`src/uart_defs.svh`:
```
`ifndef UART_DEFS_SVH
`define UART_DEFS_SVH

//////////////////////////////////////////////////////////////
// channel layout
//////////////////////////////////////////////////////////////

`define UART_CH_NUM 4     // transmit channels
`define UART_CH_BITS 2    // width of a channel number

//////////////////////////////////////////////////////////////
// frame and timing
//////////////////////////////////////////////////////////////

`define UART_DATA_BW 8    // data bits per frame, sent lsb first

// clk cycles per serial bit
// small on purpose so a frame fits in a short simulation
`define UART_BAUD_DIV 8
`define UART_BAUD_BITS 3  // divider counter width, holds 0..UART_BAUD_DIV-1

`define UART_FCNT_BW 16   // finished frame counter, wraps

`endif

```
`src/uart_frame_pkg.sv`:
```
`include "uart_defs.svh"

// types describing one serial frame on a tx line
package uart_frame_pkg;

	// transmitter states, one frame walks them in order
	typedef enum logic [2:0] {
		TX_IDLE,   // line held high
		TX_WAIT,   // request held, waiting for a tick
		TX_START,  // start bit on the line
		TX_DATA,   // data bits, lsb first
		TX_STOP    // stop bit on the line
	} tx_state_t;

	// index of the data bit currently on the line
	typedef logic [$clog2(`UART_DATA_BW)-1:0] bit_idx_t;

endpackage

```
`src/uart_chan_pkg.sv`:
```
`include "uart_defs.svh"

// types for channel addressing and status reporting
package uart_chan_pkg;

	// channel number carried with every write
	typedef logic [`UART_CH_BITS-1:0] ch_id_t;

	// one busy flag per channel
	typedef logic [`UART_CH_NUM-1:0] busy_vec_t;

	// count of finished frames over all channels
	typedef logic [`UART_FCNT_BW-1:0] frame_cnt_t;

endpackage

```
`src/tx_chan_if.sv`:
```
`include "uart_defs.svh"

// link between dispatcher, one transmit channel and the status collector
interface tx_chan_if;

	logic start;                      // one cycle request pulse
	logic [`UART_DATA_BW-1:0] data;   // byte, valid with start
	logic baud_tick;                  // shared bit timing pulse
	logic busy;                       // channel owns a frame
	logic done;                       // one cycle at end of stop bit

	// dispatcher side
	modport disp (
		output start,
		output data,
		output baud_tick,
		input busy
	);

	// transmitter side
	modport chan (
		input start,
		input data,
		input baud_tick,
		output busy,
		output done
	);

	// status side, watches only
	modport stat (
		input busy,
		input done
	);

endinterface

```
`src/tx_dispatch.sv`:
```
`include "uart_defs.svh"

module tx_dispatch (
	input logic clk,
	input logic rst,
	input logic wr,                            // write strobe
	input uart_chan_pkg::ch_id_t ch,           // target channel
	input logic [`UART_DATA_BW-1:0] data,      // byte to send
	tx_chan_if.disp chan [`UART_CH_NUM]
);

	import uart_chan_pkg::*;

	logic [`UART_BAUD_BITS-1:0] div_cnt;
	logic baud_tick;
	busy_vec_t busy_in;   // busy straight from the channels
	busy_vec_t pend;      // accepted but busy not up yet
	busy_vec_t accept;
	busy_vec_t start_q;
	logic [`UART_DATA_BW-1:0] data_q;

	//////////////////////////////////////////////////////////////
	// baud divider
	//////////////////////////////////////////////////////////////

	always_ff @(posedge clk or posedge rst) begin
		if (rst) begin
			div_cnt <= '0;
		end else if (div_cnt == `UART_BAUD_BITS'(`UART_BAUD_DIV - 1)) begin
			div_cnt <= '0;  // wrap
		end else begin
			div_cnt <= div_cnt + 1'b1;
		end
	end

	assign baud_tick = (div_cnt == `UART_BAUD_BITS'(`UART_BAUD_DIV - 1));

	//////////////////////////////////////////////////////////////
	// per channel accept and routing
	//////////////////////////////////////////////////////////////

	for (genvar i = 0; i < `UART_CH_NUM; i++) begin : g_route
		assign busy_in[i] = chan[i].busy;
		// addressed, not busy, no start in flight
		assign accept[i] = wr && (ch == ch_id_t'(i)) && !(busy_in[i] || pend[i]);
		assign chan[i].start = start_q[i];
		assign chan[i].data = data_q;          // shared byte reg, only one start at a time
		assign chan[i].baud_tick = baud_tick;
	end

	always_ff @(posedge clk or posedge rst) begin
		if (rst) begin
			start_q <= '0;
			pend <= '0;
		end else begin
			start_q <= accept;                   // one cycle pulse
			pend <= (pend & ~busy_in) | accept;  // holds until busy is seen
		end
	end

	// payload register
	always_ff @(posedge clk) begin
		if (|accept) begin
			data_q <= data;
		end
	end

endmodule

```
`src/uart_tx_chan.sv`:
```
`include "uart_defs.svh"

module uart_tx_chan (
	input logic clk,
	input logic rst,
	tx_chan_if.chan link,
	output logic tx        // serial line, idles high
);

	import uart_frame_pkg::*;

	tx_state_t state;
	bit_idx_t bit_idx;
	logic [`UART_DATA_BW-1:0] shreg;   // byte being shifted out
	logic done_q;

	//////////////////////////////////////////////////////////////
	// frame fsm, moves on baud ticks only
	//////////////////////////////////////////////////////////////

	always_ff @(posedge clk or posedge rst) begin
		if (rst) begin
			state <= TX_IDLE;
			bit_idx <= '0;
			tx <= 1'b1;
			done_q <= 1'b0;
		end else begin
			done_q <= 1'b0;
			case (state)
				TX_IDLE: begin
					tx <= 1'b1;
					if (link.start) begin
						if (link.baud_tick) begin
							state <= TX_START;  // tick in the start cycle
							tx <= 1'b0;
						end else begin
							state <= TX_WAIT;
						end
					end
				end
				TX_WAIT: begin
					if (link.baud_tick) begin
						state <= TX_START;
						tx <= 1'b0;  // start bit
					end
				end
				TX_START: begin
					if (link.baud_tick) begin
						state <= TX_DATA;
						bit_idx <= '0;
						tx <= shreg[0];  // bit 0
					end
				end
				TX_DATA: begin
					if (link.baud_tick) begin
						if (bit_idx == bit_idx_t'(`UART_DATA_BW - 1)) begin
							state <= TX_STOP;
							tx <= 1'b1;  // stop bit
						end else begin
							bit_idx <= bit_idx + 1'b1;
							tx <= shreg[0];
						end
					end
				end
				TX_STOP: begin
					if (link.baud_tick) begin
						state <= TX_IDLE;
						done_q <= 1'b1;  // lines up with busy falling
					end
				end
				default: state <= TX_IDLE;
			endcase
		end
	end

	// shifter, sampled at start and consumed lsb first
	always_ff @(posedge clk) begin
		if (state == TX_IDLE && link.start) begin
			shreg <= link.data;
		end else if ((state == TX_START || state == TX_DATA) && link.baud_tick) begin
			shreg <= shreg >> 1;
		end
	end

	assign link.busy = (state != TX_IDLE);  // TX_WAIT through TX_STOP
	assign link.done = done_q;

endmodule

```
`src/tx_status_collect.sv`:
```
`include "uart_defs.svh"

module tx_status_collect (
	input logic clk,
	input logic rst,
	tx_chan_if.stat chan [`UART_CH_NUM],
	output uart_chan_pkg::busy_vec_t busy,          // registered, glitch free
	output logic done,                              // any frame finished
	output uart_chan_pkg::frame_cnt_t frames_sent   // wraps at full width
);

	import uart_chan_pkg::*;

	busy_vec_t busy_in;
	busy_vec_t done_in;
	logic [`UART_CH_BITS:0] n_done;  // holds 0..UART_CH_NUM

	for (genvar i = 0; i < `UART_CH_NUM; i++) begin : g_tap
		assign busy_in[i] = chan[i].busy;
		assign done_in[i] = chan[i].done;
	end

	// how many channels finished this cycle
	always_comb begin
		n_done = '0;
		for (int i = 0; i < `UART_CH_NUM; i++) begin
			n_done = n_done + done_in[i];
		end
	end

	//////////////////////////////////////////////////////////////
	// outside status registers
	//////////////////////////////////////////////////////////////

	always_ff @(posedge clk or posedge rst) begin
		if (rst) begin
			busy <= '0;
			done <= 1'b0;
			frames_sent <= '0;
		end else begin
			busy <= busy_in;      // one cycle behind the channels
			done <= |done_in;     // single pulse even if several end together
			frames_sent <= frames_sent + frame_cnt_t'(n_done);
		end
	end

endmodule

```
`src/multi_uart_tx.sv`:
```
`include "uart_defs.svh"

module multi_uart_tx (
	input logic clk,
	input logic rst,
	input logic wr,                                  // write strobe
	input uart_chan_pkg::ch_id_t ch,                 // channel select
	input logic [`UART_DATA_BW-1:0] data,            // byte to send
	output logic [`UART_CH_NUM-1:0] tx,              // serial lines
	output uart_chan_pkg::busy_vec_t busy,           // per channel busy
	output logic done,                               // frame finished pulse
	output uart_chan_pkg::frame_cnt_t frames_sent    // finished frame count
);

	tx_chan_if chan_if [`UART_CH_NUM] ();  // one link per channel

	// write routing and baud tick
	tx_dispatch i_tx_dispatch (
		.clk(clk),
		.rst(rst),
		.wr(wr),
		.ch(ch),
		.data(data),
		.chan(chan_if)
	);

	//////////////////////////////////////////////////////////////
	// transmit channels
	//////////////////////////////////////////////////////////////

	for (genvar g = 0; g < `UART_CH_NUM; g++) begin : i_chan
		uart_tx_chan i_uart_tx_chan (
			.clk(clk),
			.rst(rst),
			.link(chan_if[g]),
			.tx(tx[g])
		);
	end

	// busy register, done pulse and frame count
	tx_status_collect i_tx_status_collect (
		.clk(clk),
		.rst(rst),
		.chan(chan_if),
		.busy(busy),
		.done(done),
		.frames_sent(frames_sent)
	);

endmodule

```
`config.mk`:
```
export PLATFORM = sky130hd
export DESIGN_NAME = multi_uart_tx
export DESIGN_NICKNAME = d
export VERILOG_FILES = /design/src/uart_frame_pkg.sv /design/src/uart_chan_pkg.sv /design/src/tx_chan_if.sv /design/src/tx_dispatch.sv /design/src/uart_tx_chan.sv /design/src/tx_status_collect.sv /design/src/multi_uart_tx.sv
export VERILOG_INCLUDE_DIRS = /design/src
export SDC_FILE = /design/constraint.sdc
export NUM_CORES = 1
export LEC_CHECK = 0
export BUFFER_PORTS_ARGS = -buffer_cell sky130_fd_sc_hd__buf_2
export CAP_MARGIN = 10
export CORE_UTILIZATION = 40
export DETAILED_ROUTE_END_ITERATION = 10
export GPL_TIMING_DRIVEN = 0
export PLACE_DENSITY = 0.7
export SYNTH_ARGS = -nofsm -noshare
export SYNTH_HDL_FRONTEND = slang
export SYNTH_SLANG_ARGS = --single-unit
export TNS_END_PERCENT = 20
```
`constraint.sdc`:
```
create_clock -name clk -period 2.5 [get_ports clk]
set_input_delay 0.125 -clock clk [delete_from_list [all_inputs] [get_ports clk]]
set_output_delay 0.125 -clock clk [all_outputs]
set_load 0.01 [all_outputs]
```
==> out/qor.log <==
INFO  timing         final_worst_path_period_need=2.41ns
INFO  timing         hold_slack=0.0248ns
INFO  finish         utilization=0.486
INFO  timing         rsz0062_at_grt=true
INFO  detailed_routing drt-wirelength-per-cell=14.3µm
INFO  floorplan      dieArea=12200µm²
INFO  timing         hold_violations=0
INFO  finish         final_cells=583
INFO  place          dpl.hpwl=5.83mm
INFO  global_route   grt_use_met3=0.0401
INFO  clocking       cts_made_buffers=9
INFO  place          place.detailed.instances=557
INFO  place          place_congestion=0.754
INFO  detailed_routing via_count=2961
INFO  timing         timing.slew.headroom=0.645
INFO  detailed_routing detail-route-antenna-nets=0
INFO  run_status     status=finished, final reports clean
INFO  timing         final_setup_violation_count=0
INFO  floorplan      dieWidth=111µm
INFO  global_route   globalRouteOverflowTotal=0
INFO  synth          synthTopCellsByArea=dfrtp_1 (32%), edfxtp_1 (25%), mux2_2 (7.2%)
INFO  detailed_routing drcViolationCount=0
INFO  timing         finalCritPeriodShare=0.964
INFO  synth          netlist.area_leader.share=0.319
INFO  power          power.density=685nW/µm²
INFO  detailed_routing post_drt_via_cell_ratio=5.08
INFO  clocking       htree_num_levels=3
INFO  power          power=3.82mW
INFO  detailed_routing wl=8.34mm
INFO  detailed_routing drtIter0Drc=143
INFO  timing         slew_viol_final=0
INFO  synth          synth_seq_area_share=0.596
INFO  finish         most_used_cells_in_the_layout_excluding_fill_and_tap_cells=dfrtp_1 (60), buf_2 (41), edfxtp_1 (40)
INFO  synth          synth.net_count=407
INFO  place          placed_area=5090µm²
INFO  clocking       cts_tree=done
INFO  finish         final_layout_net_count=466
INFO  run            cap_violations=0
INFO  critical_path  timing.critical_path.slowest_stage_cell=fa_2
INFO  power          clkPwrFrac=0.367
INFO  global_route   met2_usage=0.240
INFO  synth          synth-warning-count=0
INFO  timing         clock.fmax=415MHz
INFO  floorplan      initial_utilization=0.411
INFO  synth          postSynthRegisterBits=104
INFO  floorplan      placementRows=39
INFO  finish         syn_to_layout_area_delta=18.4%
INFO  synth          syn_area=4710µm²
INFO  power          fraction_of_power_consumed_by_sequential_logic=0.523
INFO  critical_path  worst_path_buffer_plus_inverter_count=3
INFO  synth          synthCells=376
INFO  power          p_sw=919µW
INFO  detailed_routing drt_first_pass_iters=4
INFO  critical_path  path_cells=inv_2 -> ha_4 -> inv_2 -> fa_2 -> inv_1 -> ha_1 -> fa_2 -> a21o_4 -> nand4_1 -> xnor2_1
INFO  critical_path  setup.worst_path.class=reg2reg
INFO  power          pwr-share-comb=0.111
INFO  floorplan      chipHeight=111µm
INFO  clocking       clock_tree_root_driver_cell=clkbuf_16
INFO  place          placement.io_buffers=37
INFO  power          power.static_leakage=2.42nW
INFO  clocking       cts_max_path_buffers=2
INFO  finish         most_frequent_standard_cell_in_the_layout_excluding_fill_and_tap_cells=dfrtp_1
INFO  power          power.ir.vdd_worst=0.414mV
INFO  global_route   first_global_vias=2898
INFO  synth          synth_cell_types=54
INFO  clocking       clock_sinks=104
INFO  timing         finClkSkew=0.00878ns
INFO  synth          synthesis.area_per_instance=12.5µm²
INFO  global_route   grt_util_met1=0.198
INFO  critical_path  setup.worst_path.end_class=flop
INFO  synth          synth_async_reset_ratio=0.615
INFO  finish         postLayoutCellArea=5580µm²
INFO  global_route   first_pass_grt_wire_length=14.4mm
INFO  power          p_int=2.90mW
INFO  floorplan      core_area=11500µm²
INFO  floorplan      pin_count=38
INFO  clocking       source_to_sink_clock_delay_at_the_later_pin_of_the_worst_skew_pair=0.35ns
INFO  power          p_sw_frac=0.241
INFO  critical_path  start_kind=flop
INFO  critical_path  required=2.77ns
INFO  global_route   gr-max-usage-layer=met2
INFO  finish         diodes=0
INFO  critical_path  crit_fanout=6
INFO  timing         tightestPinTransition=0.532ns
INFO  global_route   grt_use_total=0.149
INFO  synth          synthFlopType=dfrtp_1
INFO  synth          synth_largest_area_cell=dfrtp_1
INFO  global_route   grt_max_degree=42
INFO  critical_path  cp_top_family=adder cells
INFO  clocking       clkSlewWorstSetupHoldPaths=0.07ns
INFO  worst_hold_path min_path_type=in2reg
INFO  critical_path  worst_path_largest_cell_delay=0.51ns
INFO  finish         layout-drive-gt1-share=0.295
INFO  critical_path  critical_path_arrival=2.68ns
INFO  global_route   grt_antenna_before_repair=0
INFO  synth          number_of_flops_mapped_to_enable_cells_by_yosys=40
## stage by stage
step,setup TNS (ns),setup WS [ns]
2_1_floorplan,0,0.106
3_3_place_gp,-1.80,-0.0914
3_5_place_dp,-0.506,-0.119
4_1_cts,-0.000418,-0.000283
5_1_grt,-0.0210,-0.0210
6_report,0,0.0912
## routing by layer
layer	wire length (µm)	part of all wire
met5	0	0
met4	76	0.0091
met3	397	0.048
met2	4030	0.48
met1	3840	0.46
## final cells by class
type,count,area [µm²]
repair buffers,48,303
clock inverters,5,57.6
clock buffers,11,243
well taps,143,179
fillers,1004,5890
flip-flops and latches,104,2810
plain buffers,18,121
multi-input cells,235,1790
inverters,19,73.8
## worst reg2reg max path, delay by kind of cell, from the launching register on
family                     cells  cell delay [ns]
adders and majority gates      4             1.33
DFF                            1             0.37
AOI/OAI and AO/OA              1             0.26
buffers and inverters          3             0.12
and+or+nand+nor                1             0.12
xor gates and xnor gates       1             0.12
## registers in the layout, summed over array words and instances (netlist names)
name,flops
i_chan.i_uart_tx_chan.state,12
i_tx_status_collect.frames_sent,16
i_chan.i_uart_tx_chan.bit_idx,12
i_chan.i_uart_tx_chan.link.done,4
i_tx_dispatch.div_cnt,3
i_tx_dispatch.chan.data,8
i_chan.i_uart_tx_chan.shreg,32
i_tx_status_collect.done,1
i_tx_status_collect.busy,4
i_tx_dispatch.pend,4
i_tx_dispatch.start_q,4
i_chan.i_uart_tx_chan.tx,4
## worst paths after layout
| path | startpoint | endpoint | slack (ns) | cells after the start |
|---|---|---|---|---|
| min | ch[1] | i_tx_dispatch.start_q[0] | 0.02 | 2 |
| max | i_chan[0].i_uart_tx_chan.link.done | i_tx_status_collect.frames_sent[12] | 0.09 | 10 |
| min in group asynchronous | rst | i_tx_status_collect.frames_sent[15] | 0.36 | 3 |
| min reg2reg | i_tx_dispatch.div_cnt[0] | i_tx_dispatch.div_cnt[0] | 0.43 | 1 |
| max in group asynchronous | rst | i_chan[2].i_uart_tx_chan.tx | 1.47 | 4 |
| max reg2reg | i_chan[0].i_uart_tx_chan.link.done | i_tx_status_collect.frames_sent[12] | 0.09 | 10 |
## power by group through the flow
stage | registers [mW] | logic [mW] | clock network (mW)
2_1_floorplan | 2.00 | 0.329 | 0
3_3_place_gp | 2.02 | 0.388 | 0
3_5_place_dp | 2.03 | 0.420 | 0
4_1_cts | 2.00 | 0.430 | 1.43
5_1_grt | 2.02 | 0.494 | 1.50
6_report | 2.00 | 0.422 | 1.40
## kinds of logic (layout without fill, tap and decap cells)
logic type,after synthesis,count (layout),synth area share
xor gates and xnor gates,14,14,0.0260
DFF,104,104,0.596
adders and majority gates,18,18,0.0510
and+or+nand+nor,120,120,0.141
buffers and inverters,37,101,0.0414
AOI/OAI and AO/OA,53,53,0.0733
muxes,30,30,0.0717
## cells in the mapped netlist (6+ instances only)
library cell / n
inv_1: 17
xor2_1: 6
ha_1: 16
edfxtp_1: 40
mux2_2: 30
nand2b_1: 6
dfrtp_1: 60
and3_1: 9
nand2_1: 36
and2_1: 6
o21ai_0: 16
xnor2_1: 8
a21oi_1: 11
nor2_1: 24
buf_4: 9
a22o_1: 6
nand3_1: 9
## timing repair
item	CTS	global route
pin swaps	2	4
hold buffers	9	0
setup endpoints to repair	6	13
buffers inserted	1	0
endpoints found under the hold margin	31	0
resized for setup	2	15
(Power assumes the default switching activity.)
